===== src/video_pkg.sv =====
`default_nettype none

package video_pkg;

    //////////////////////////////////////////////////
    // camera side
    //////////////////////////////////////////////////

    localparam int CAM_BYTE_W = 8;              // camera parallel bus
    localparam int PIX_W      = 16;             // two camera bytes per pixel

    typedef logic [CAM_BYTE_W-1:0] cam_byte_t;  // one byte off the sensor

    //////////////////////////////////////////////////
    // rgb565 pixel, display order
    //////////////////////////////////////////////////

    localparam int RED_W   = 5;
    localparam int GREEN_W = 6;
    localparam int BLUE_W  = 5;

    // red sits in the top bits, blue in the bottom bits
    typedef struct packed {
        logic [RED_W-1:0]   red;                // bits 15:11
        logic [GREEN_W-1:0] green;              // bits 10:5
        logic [BLUE_W-1:0]  blue;               // bits 4:0
    } rgb565_t;

    //////////////////////////////////////////////////
    // display side
    //////////////////////////////////////////////////

    localparam int CHAN_W = 8;                  // per colour channel at the output

    typedef logic [CHAN_W-1:0] chan_t;          // one widened channel

endpackage : video_pkg

`default_nettype wire


===== src/buffer_pkg.sv =====
`default_nettype none

package buffer_pkg;

    //////////////////////////////////////////////////
    // pixel buffer sizing
    //////////////////////////////////////////////////

    localparam int FIFO_DEPTH = 16;             // pixel entries
    localparam int FIFO_PTR_W = 4;              // log2 of depth, pointers wrap

    // one extra bit so a full buffer reads as FIFO_DEPTH, not zero
    typedef logic [FIFO_PTR_W:0] fifo_count_t;

endpackage : buffer_pkg

`default_nettype wire


===== src/pixel_pack.sv =====
`default_nettype none

module pixel_pack
    import video_pkg::*;
(
    input  wire logic      core_clk,            // capture clock
    input  wire logic      reset_i,             // sync, active high
    input  wire cam_byte_t cam_data_i,          // raw sensor byte
    input  wire logic      cam_href_i,          // line valid level
    input  wire logic      cam_vsync_i,         // frame sync level
    output logic           pix_valid_o,         // one strobe per pixel
    output rgb565_t        pix_data_o,          // pixel in display order
    output logic           pix_sof_o            // first pixel of a frame
);

    //////////////////////////////////////////////////
    // input registers
    //////////////////////////////////////////////////

    cam_byte_t  data_q;                         // registered sensor byte
    logic       href_q;                         // registered href
    logic       vsync_q;                        // registered vsync
    logic       vsync_qq;                       // previous vsync, for edge detect

    always_ff @(posedge core_clk)
    begin
        data_q <= cam_data_i;                   // payload, no reset
        if (reset_i)
        begin
            href_q   <= 1'b0;
            vsync_q  <= 1'b0;
            vsync_qq <= 1'b0;
        end
        else
        begin
            href_q   <= cam_href_i;
            vsync_q  <= cam_vsync_i;
            vsync_qq <= vsync_q;
        end
    end

    //////////////////////////////////////////////////
    // byte pairing and colour reorder
    //////////////////////////////////////////////////

    logic             phase;                    // high once the first byte is held
    cam_byte_t        hi_byte;                  // first byte of the pair
    logic             vsync_rise;               // frame start seen this cycle
    logic             sof_pend;                 // armed until the next pixel
    logic             pair_done;                // second byte on data_q
    logic [PIX_W-1:0] cam_word;                 // pair in sensor colour order

    assign vsync_rise = vsync_q & ~vsync_qq;
    assign pair_done  = href_q & phase;
    assign cam_word   = {hi_byte, data_q};      // high byte arrives first

    always_ff @(posedge core_clk)
    begin
        if (href_q && !phase)
        begin
            hi_byte <= data_q;                  // hold until its partner shows up
        end
        if (pair_done)
        begin
            // sensor gives blue on top, display wants red on top
            pix_data_o.red   <= cam_word[4:0];
            pix_data_o.green <= cam_word[10:5];
            pix_data_o.blue  <= cam_word[15:11];
        end
    end

    always_ff @(posedge core_clk)
    begin
        if (reset_i)
        begin
            phase       <= 1'b0;
            sof_pend    <= 1'b0;
            pix_valid_o <= 1'b0;
            pix_sof_o   <= 1'b0;
        end
        else
        begin
            phase       <= href_q & ~phase;     // href low drops a lone byte
            pix_valid_o <= pair_done;
            pix_sof_o   <= pair_done & (sof_pend | vsync_rise);
            if (pair_done)
            begin
                sof_pend <= 1'b0;               // mark consumed by this pixel
            end
            else if (vsync_rise)
            begin
                sof_pend <= 1'b1;
            end
        end
    end

endmodule : pixel_pack

`default_nettype wire


===== src/pixel_fifo.sv =====
`default_nettype none

module pixel_fifo
    import video_pkg::*;
    import buffer_pkg::*;
(
    input  wire logic    core_clk,              // single clock
    input  wire logic    reset_i,               // sync, active high
    input  wire logic    push_i,                // write strobe
    input  wire rgb565_t push_data_i,           // pixel to store
    input  wire logic    push_sof_i,            // frame start flag with it
    input  wire logic    pop_i,                 // read strobe, never while empty
    output rgb565_t      pop_data_o,            // valid cycle after pop
    output logic         pop_sof_o,             // flag for pop_data_o
    output logic         empty_o,               // nothing stored
    output logic         overflow_o             // sticky, push lost while full
);

    //////////////////////////////////////////////////
    // storage
    //////////////////////////////////////////////////

    rgb565_t                 pix_mem [FIFO_DEPTH];  // pixel entries
    logic [FIFO_DEPTH-1:0]   sof_mem;               // one flag per entry
    logic [FIFO_PTR_W-1:0]   wr_ptr;                // next slot to write
    logic [FIFO_PTR_W-1:0]   rd_ptr;                // oldest entry
    fifo_count_t             count;                 // entries held
    logic                    full;
    logic                    push_ok;               // push that is kept
    logic                    pop_ok;                // pop with data behind it
    logic                    push_drop;             // push thrown away

    assign full    = (count == fifo_count_t'(FIFO_DEPTH));
    assign empty_o = (count == '0);                 // falls the cycle after a push

    // a pop in the same cycle frees the slot, so a full buffer still takes the push
    assign pop_ok    = pop_i & ~empty_o;
    assign push_ok   = push_i & (~full | pop_ok);
    assign push_drop = push_i & full & ~pop_ok;

    always_ff @(posedge core_clk)
    begin
        if (push_ok)
        begin
            pix_mem[wr_ptr] <= push_data_i;
            sof_mem[wr_ptr] <= push_sof_i;
        end
        if (pop_ok)
        begin
            pop_data_o <= pix_mem[rd_ptr];      // old value when wr_ptr == rd_ptr
        end
    end

    //////////////////////////////////////////////////
    // pointers, count and flags
    //////////////////////////////////////////////////

    always_ff @(posedge core_clk)
    begin
        if (reset_i)
        begin
            wr_ptr     <= '0;
            rd_ptr     <= '0;
            count      <= '0;
            pop_sof_o  <= 1'b0;
            overflow_o <= 1'b0;
        end
        else
        begin
            if (push_ok)
            begin
                wr_ptr <= wr_ptr + 1'b1;        // wraps at depth
            end
            if (pop_ok)
            begin
                rd_ptr    <= rd_ptr + 1'b1;
                pop_sof_o <= sof_mem[rd_ptr];
            end
            case ({push_ok, pop_ok})
                2'b10:   count <= count + 1'b1;
                2'b01:   count <= count - 1'b1;
                default: count <= count;        // both or neither
            endcase
            if (push_drop)
            begin
                overflow_o <= 1'b1;             // held until reset
            end
        end
    end

endmodule : pixel_fifo

`default_nettype wire


===== src/video_out.sv =====
`default_nettype none

module video_out
    import video_pkg::*;
(
    input  wire logic    core_clk,              // display clock, same domain
    input  wire logic    reset_i,               // sync, active high
    input  wire logic    out_ready_i,           // display read enable level
    input  wire logic    fifo_empty_i,          // buffer has nothing
    output logic         fifo_pop_o,            // read strobe to buffer
    input  wire rgb565_t fifo_data_i,           // read data, one cycle after pop
    input  wire logic    fifo_sof_i,            // frame start with read data
    output chan_t        red_o,                 // 8-bit red
    output chan_t        green_o,               // 8-bit green
    output chan_t        blue_o,                // 8-bit blue
    output logic         de_o,                  // channels valid
    output logic         sof_o                  // first pixel of frame
);

    //////////////////////////////////////////////////
    // buffer read
    //////////////////////////////////////////////////

    logic pop_q;                                // read data lands this cycle

    assign fifo_pop_o = out_ready_i & ~fifo_empty_i;  // only pop when data is there

    always_ff @(posedge core_clk)
    begin
        if (reset_i)
        begin
            pop_q <= 1'b0;
        end
        else
        begin
            pop_q <= fifo_pop_o;                // match buffer read latency
        end
    end

    //////////////////////////////////////////////////
    // widen rgb565 to 8 bits per channel
    //////////////////////////////////////////////////

    always_ff @(posedge core_clk)
    begin
        if (pop_q)
        begin
            // field moves to the top, low bits zero
            red_o   <= {fifo_data_i.red,   {(CHAN_W-RED_W){1'b0}}};
            green_o <= {fifo_data_i.green, {(CHAN_W-GREEN_W){1'b0}}};
            blue_o  <= {fifo_data_i.blue,  {(CHAN_W-BLUE_W){1'b0}}};
        end
    end

    always_ff @(posedge core_clk)
    begin
        if (reset_i)
        begin
            de_o  <= 1'b0;
            sof_o <= 1'b0;
        end
        else
        begin
            de_o  <= pop_q;                     // two cycles after the pop request
            sof_o <= pop_q & fifo_sof_i;        // only qualified by a real pixel
        end
    end

endmodule : video_out

`default_nettype wire


===== src/cam_capture_top.sv =====
`default_nettype none

module cam_capture_top
    import video_pkg::*;
(
    input  wire logic      core_clk,            // one clock for the whole path
    input  wire logic      reset_i,             // sync, active high
    input  wire cam_byte_t cam_data_i,          // sensor byte bus
    input  wire logic      cam_href_i,          // sensor line valid
    input  wire logic      cam_vsync_i,         // sensor frame sync
    input  wire logic      out_ready_i,         // display read enable
    output chan_t          red_o,
    output chan_t          green_o,
    output chan_t          blue_o,
    output logic           de_o,                // output pixel valid
    output logic           sof_o,               // first output pixel of frame
    output logic           overflow_o           // pixels were lost
);

    //////////////////////////////////////////////////
    // internal links
    //////////////////////////////////////////////////

    logic    pix_valid;                         // producer strobe
    rgb565_t pix_data;                          // producer pixel
    logic    pix_sof;                           // producer frame start
    logic    fifo_empty;
    logic    fifo_pop;
    rgb565_t fifo_data;                         // buffer read data
    logic    fifo_sof;

    // sensor bytes to rgb565 pixels
    pixel_pack u_pixel_pack (
        .core_clk    (core_clk),
        .reset_i     (reset_i),
        .cam_data_i  (cam_data_i),
        .cam_href_i  (cam_href_i),
        .cam_vsync_i (cam_vsync_i),
        .pix_valid_o (pix_valid),
        .pix_data_o  (pix_data),
        .pix_sof_o   (pix_sof)
    );

    // decouples capture from display reads
    pixel_fifo u_pixel_fifo (
        .core_clk    (core_clk),
        .reset_i     (reset_i),
        .push_i      (pix_valid),
        .push_data_i (pix_data),
        .push_sof_i  (pix_sof),
        .pop_i       (fifo_pop),
        .pop_data_o  (fifo_data),
        .pop_sof_o   (fifo_sof),
        .empty_o     (fifo_empty),
        .overflow_o  (overflow_o)
    );

    // drains on display read, widens channels
    video_out u_video_out (
        .core_clk     (core_clk),
        .reset_i      (reset_i),
        .out_ready_i  (out_ready_i),
        .fifo_empty_i (fifo_empty),
        .fifo_pop_o   (fifo_pop),
        .fifo_data_i  (fifo_data),
        .fifo_sof_i   (fifo_sof),
        .red_o        (red_o),
        .green_o      (green_o),
        .blue_o       (blue_o),
        .de_o         (de_o),
        .sof_o        (sof_o)
    );

endmodule : cam_capture_top

`default_nettype wire


===== config.mk =====
export PLATFORM = sky130hd
export DESIGN_NAME = cam_capture_top
export DESIGN_NICKNAME = d
export VERILOG_FILES = /design/src/video_pkg.sv /design/src/buffer_pkg.sv /design/src/pixel_pack.sv /design/src/pixel_fifo.sv /design/src/video_out.sv /design/src/cam_capture_top.sv
export SDC_FILE = /design/constraint.sdc
export NUM_CORES = 1
export LEC_CHECK = 0
export BUFFER_PORTS_ARGS = -buffer_cell sky130_fd_sc_hd__buf_2
export CORE_MARGIN = 2
export CORE_UTILIZATION = 40
export DETAILED_ROUTE_END_ITERATION = 6
export PLACE_DENSITY = 0.57
export SYNTH_ARGS = -nofsm -noshare
export SYNTH_HDL_FRONTEND = slang
export SYNTH_SLANG_ARGS = --single-unit

===== constraint.sdc =====
create_clock -name core_clk -period 3.8 [get_ports core_clk]
set_input_delay 0.19 -clock core_clk [delete_from_list [all_inputs] [get_ports core_clk]]
set_output_delay 0.19 -clock core_clk [all_outputs]
set_load 0.02 [all_outputs]

==> out/summary.json <==
{
  "outcome": {"value": "finished clean"},
  "syn-cell-area": {"value": 13650, "unit": "um2"},
  "tritoncts": {"value": "yes"},
  "syn_inst": {"value": 616},
  "post_route_cells_drive_above_1_share": {"value": 23.64, "unit": "%"},
  "worst-slew-pin-transition": {"value": 1.080, "unit": "ns"},
  "path_class": {"value": "register to register"},
  "ff_latch_area": {"value": 10520, "unit": "um2"},
  "post_synth.cell_area_avg": {"value": 22.16, "unit": "um2"},
  "cts-hold-fix-buffers": {"value": 10},
  "insertedDiodeCount": {"value": 0},
  "routed_wirelength": {"value": 26870, "unit": "um"},
  "die_h": {"value": 188.7, "unit": "um"},
  "pin_count": {"value": 40},
  "synth-seq-cells": {"value": 361},
  "dominantRegCellSynth": {"value": "sky130_fd_sc_hd__edfxtp_1"},
  "clock_tree.htree_level_count": {"value": 2},
  "critical_path.top_delay_family": {"value": "compound AO/OA/AOI/OAI gates"},
  "grt_first_pass_wirelength": {"value": 40390, "unit": "um"},
  "grt_start_max_net_pins": {"value": 45},
  "relSlewSlack": {"value": 27.93, "unit": "%"},
  "final_nets": {"value": 706},
  "seqPwrFrac": {"value": 50.9, "unit": "%"},
  "clockBufferDepth": {"value": 3},
  "comb_power_share": {"value": 10.0, "unit": "%"},
  "worstSetupStartpointType": {"value": "register"},
  "rsz0062_at_grt": {"value": "false"},
  "die_width": {"value": 188.7, "unit": "um"},
  "antenna_violations_before_repair": {"value": 0},
  "synth_edf_count": {"value": 328},
  "finalSetupTns": {"value": 0, "unit": "ns"},
  "global_route.overflow_total": {"value": 0},
  "p_sw": {"value": 0.002013, "unit": "W"},
  "clk_pin_slew_worst_paths": {"value": 0.06, "unit": "ns"},
  "clock_insertion_delay_at_the_later_pin_of_the_skew_report": {"value": 0.52, "unit": "ns"},
  "post-dp-hpwl": {"value": 14460, "unit": "um"},
  "placeableCoreArea": {"value": 33530, "unit": "um2"},
  "finish.cell_count_without_fillers": {"value": 1163},
  "fp-row-count": {"value": 67},
  "setup_violations": {"value": 0},
  "drt-pass1-iter-count": {"value": 4},
  "totalPowerFinal": {"value": 0.008994, "unit": "W"},
  "p_clk_share": {"value": 39.1, "unit": "%"},
  "path_max_fanout": {"value": 10},
  "grt_pass1_vias": {"value": 6299},
  "numCtsBuffers": {"value": 39},
  "critPathSlowestCell": {"value": "sky130_fd_sc_hd__or4_4"},
  "placed_cells_incl_taps": {"value": 1081},
  "setup_slack": {"value": 0.7471, "unit": "ns"},
  "clock-sinks": {"value": 361},
  "max_cap_viol_count": {"value": 0},
  "ys_async_sr_fraction": {"value": 0, "unit": "%"},
  "multi_input_comb_area": {"value": 2949, "unit": "um2"},
  "achievable-frequency": {"value": 327.6, "unit": "MHz"},
  "cellInternalPower": {"value": 0.006981, "unit": "W"},
  "power_per_cell_area": {"value": 574.5, "unit": "nW/um2"},
  "post_route_worst_hold_slack": {"value": 0.02952, "unit": "ns"},
  "start_util": {"value": 40.70, "unit": "%"},
  "floorplan.die_area": {"value": 35610, "unit": "um2"},
  "max_stage_delay": {"value": 0.63, "unit": "ns"},
  "critical_path.cell_chain": {"value": "or4_4, o21ai_4, inv_1, ha_1, xor2_1, ha_1, a211o_1, a21oi_1, a211o_1, nand3_1"},
  "filler_cell_count": {"value": 2781},
  "pre_cts_ws": {"value": 0.7814, "unit": "ns"},
  "gr_usage_total": {"value": 15.47, "unit": "%"},
  "synth_cell_type_count": {"value": 50},
  "report.final.hold_viol_count": {"value": 0},
  "power.static_leakage": {"value": 5.028, "unit": "nW"},
  "port-buffer-count": {"value": 31},
  "ctsResizeCount": {"value": 0},
  "root_buffer": {"value": "sky130_fd_sc_hd__clkbuf_16"},
  "gp_routability_congestion": {"value": 0.7443},
  "area.growth.synth_to_final": {"value": 14.70, "unit": "%"},
  "final_worst_path_cycle_share": {"value": 80.34, "unit": "%"},
  "post_cts.repair.setup_buffers": {"value": 0},
  "worstPathRequired": {"value": 4.20, "unit": "ns"},
  "critical_path_arrival": {"value": 3.46, "unit": "ns"},
  "final_max_slew_viol_count": {"value": 0},
  "vias_per_cell": {"value": 5.168},
  "antenna_left": {"value": 0},
  "p_sw_share": {"value": 22.38, "unit": "%"},
  "post_drt_wl_per_cell": {"value": 23.10, "unit": "um"},
  "synth_seq_area_share": {"value": 77.01, "unit": "%"},
  "yosysWarnings": {"value": 0},
  "finClkSkew": {"value": 0.01452, "unit": "ns"},
  "worst_setup_path_end_kind": {"value": "register"},
  "drt_first_iter_violations": {"value": 537},
  "remaining_drc_errors": {"value": 0},
  "vias": {"value": 6010},
  "timing.final.crit_period": {"value": 3.053, "unit": "ns"},
  "critical_path_buf_inv_count": {"value": 1},
  "max-vdd-ir-drop": {"value": 345.9, "unit": "uV"},
  "holdCritPathClass": {"value": "input port to register"}
}
==> worst paths after layout <==
check,end,cells after the start,slack [ns],start
worst max-delay path,u_pixel_fifo.count[4],10,0.75,u_pixel_fifo.count[1]
worst min-delay path,u_video_out.pop_q,3,0.03,out_ready_i
worst max register to register,u_pixel_fifo.count[4],10,0.75,u_pixel_fifo.count[1]
worst min register to register,u_video_out.red_o[7],0,0.42,u_pixel_fifo.pop_data_o[15]
==> cell usage in the layout, fill, tap and decap left out, drive strengths merged, types with 2 or more instances in the layout <==
master,count
edfxtp,328
mux4,82
clkbuf,53
buf,49
dfxtp,33
nor2,31
clkinv,18
nand2,12
dlygate4sd3,10
ha,9
nand2b,8
xor2,8
nor2b,8
conb,8
inv,6
a21oi,6
nor3,5
mux2i,4
o211ai,4
or3,3
a22oi,2
o221ai,2
nand3b,2
a211o,2
nand3,2
and3,2
mux2,2
or4,2
o21ai,2
==> Yosys cell counts, drive strengths merged, types with 6 or more instances <==
library cell	number	area share, %
edfxtp	328	72
mux4	82	15
dfxtp	33	4.8
buf	31	1.7
nor2	31	0.85
nand2	12	0.35
ha	9	0.83
clkbuf	8	0.22
nand2b	8	0.37
nor2b	8	0.37
xor2	8	0.51
a21oi	6	0.25
==> final cells by class <==
class                           instances  area share [%]
Sequential cell                       361           67.17
Multi-Input combinational cell        217           18.84
Clock buffer                           53           6.898
Tap cell                              448           3.581
Timing Repair Buffer                   59           2.574
Clock inverter                         19          0.7833
Inverter                                6          0.1519
==> worst register-to-register path, cell delays in order, from the launching register on <==
cell and delay [ns]:
sky130_fd_sc_hd__dfxtp_1 0.38, sky130_fd_sc_hd__or4_4 0.63, sky130_fd_sc_hd__o21ai_4 0.25, sky130_fd_sc_hd__inv_1 0.11
sky130_fd_sc_hd__ha_1 0.34, sky130_fd_sc_hd__xor2_1 0.20, sky130_fd_sc_hd__ha_1 0.26, sky130_fd_sc_hd__a211o_1 0.30
sky130_fd_sc_hd__a21oi_1 0.23, sky130_fd_sc_hd__a211o_1 0.15, sky130_fd_sc_hd__nand3_1 0.07
==> state kept, by name, indices dropped and copies added, names as in the netlist, 5 cells and up <==
register                 count
u_video_out.red_o            5
u_pixel_fifo.count           5
u_pixel_fifo.pix_mem       256
u_pixel_pack.pix_data_o     16
u_pixel_pack.data_q          8
u_pixel_fifo.pop_data_o     16
u_pixel_fifo.sof_mem        16
u_pixel_pack.hi_byte         8
u_video_out.blue_o           5
u_video_out.green_o          6
==> metal layers <==
metal / wire (um) / track usage (%) / part of all wire, % / up-vias
met2: 14400 / 28.01 / 54 / 152
met1: 10900 / 19.17 / 41 / 3141
met4: 488 / 4.056 / 1.8 / 0
li1: - / - / - / 2677
met5: 0 / 0 / 0 / -
met3: 1081 / 2.719 / 4.0 / 40
==> per-stage QoR <==
step,instance area [um2],utilization [%]
after floorplan,13670,-
after global placement,14350,42.80
after detailed placement,14350,42.80
after CTS,15650,46.68
after global routing,15650,46.68
final,15650,46.68
==> kinds of logic (layout without fill, tap and decap cells) <==
logic type / after synthesis / after routing / share of synthesized area, %
flops: 361 / 361 / 77.01
xor+xnor: 9 / 9 / 0.5776
other cells: 1 / 8 / 0.02748
fa+ha+maj: 9 / 9 / 0.8251
simple gates: 78 / 78 / 2.851
mux: 88 / 88 / 15.06
buf+inv: 45 / 137 / 2.108
compound gates: 25 / 25 / 1.540
==> power groups by stage <==
stage | logic (W) | clock network [W] | registers, W
5_1_grt | 0.000972 | 0.00377 | 0.00460
3_5_place_dp | 0.000908 | 0 | 0.00467
4_1_cts | 0.000917 | 0.00360 | 0.00458
6_report | 0.000902 | 0.00351 | 0.00458
3_3_place_gp | 0.000880 | 0 | 0.00466
2_1_floorplan | 0.000825 | 0 | 0.00458
Note: power is estimated with default switching activity, not from simulation.
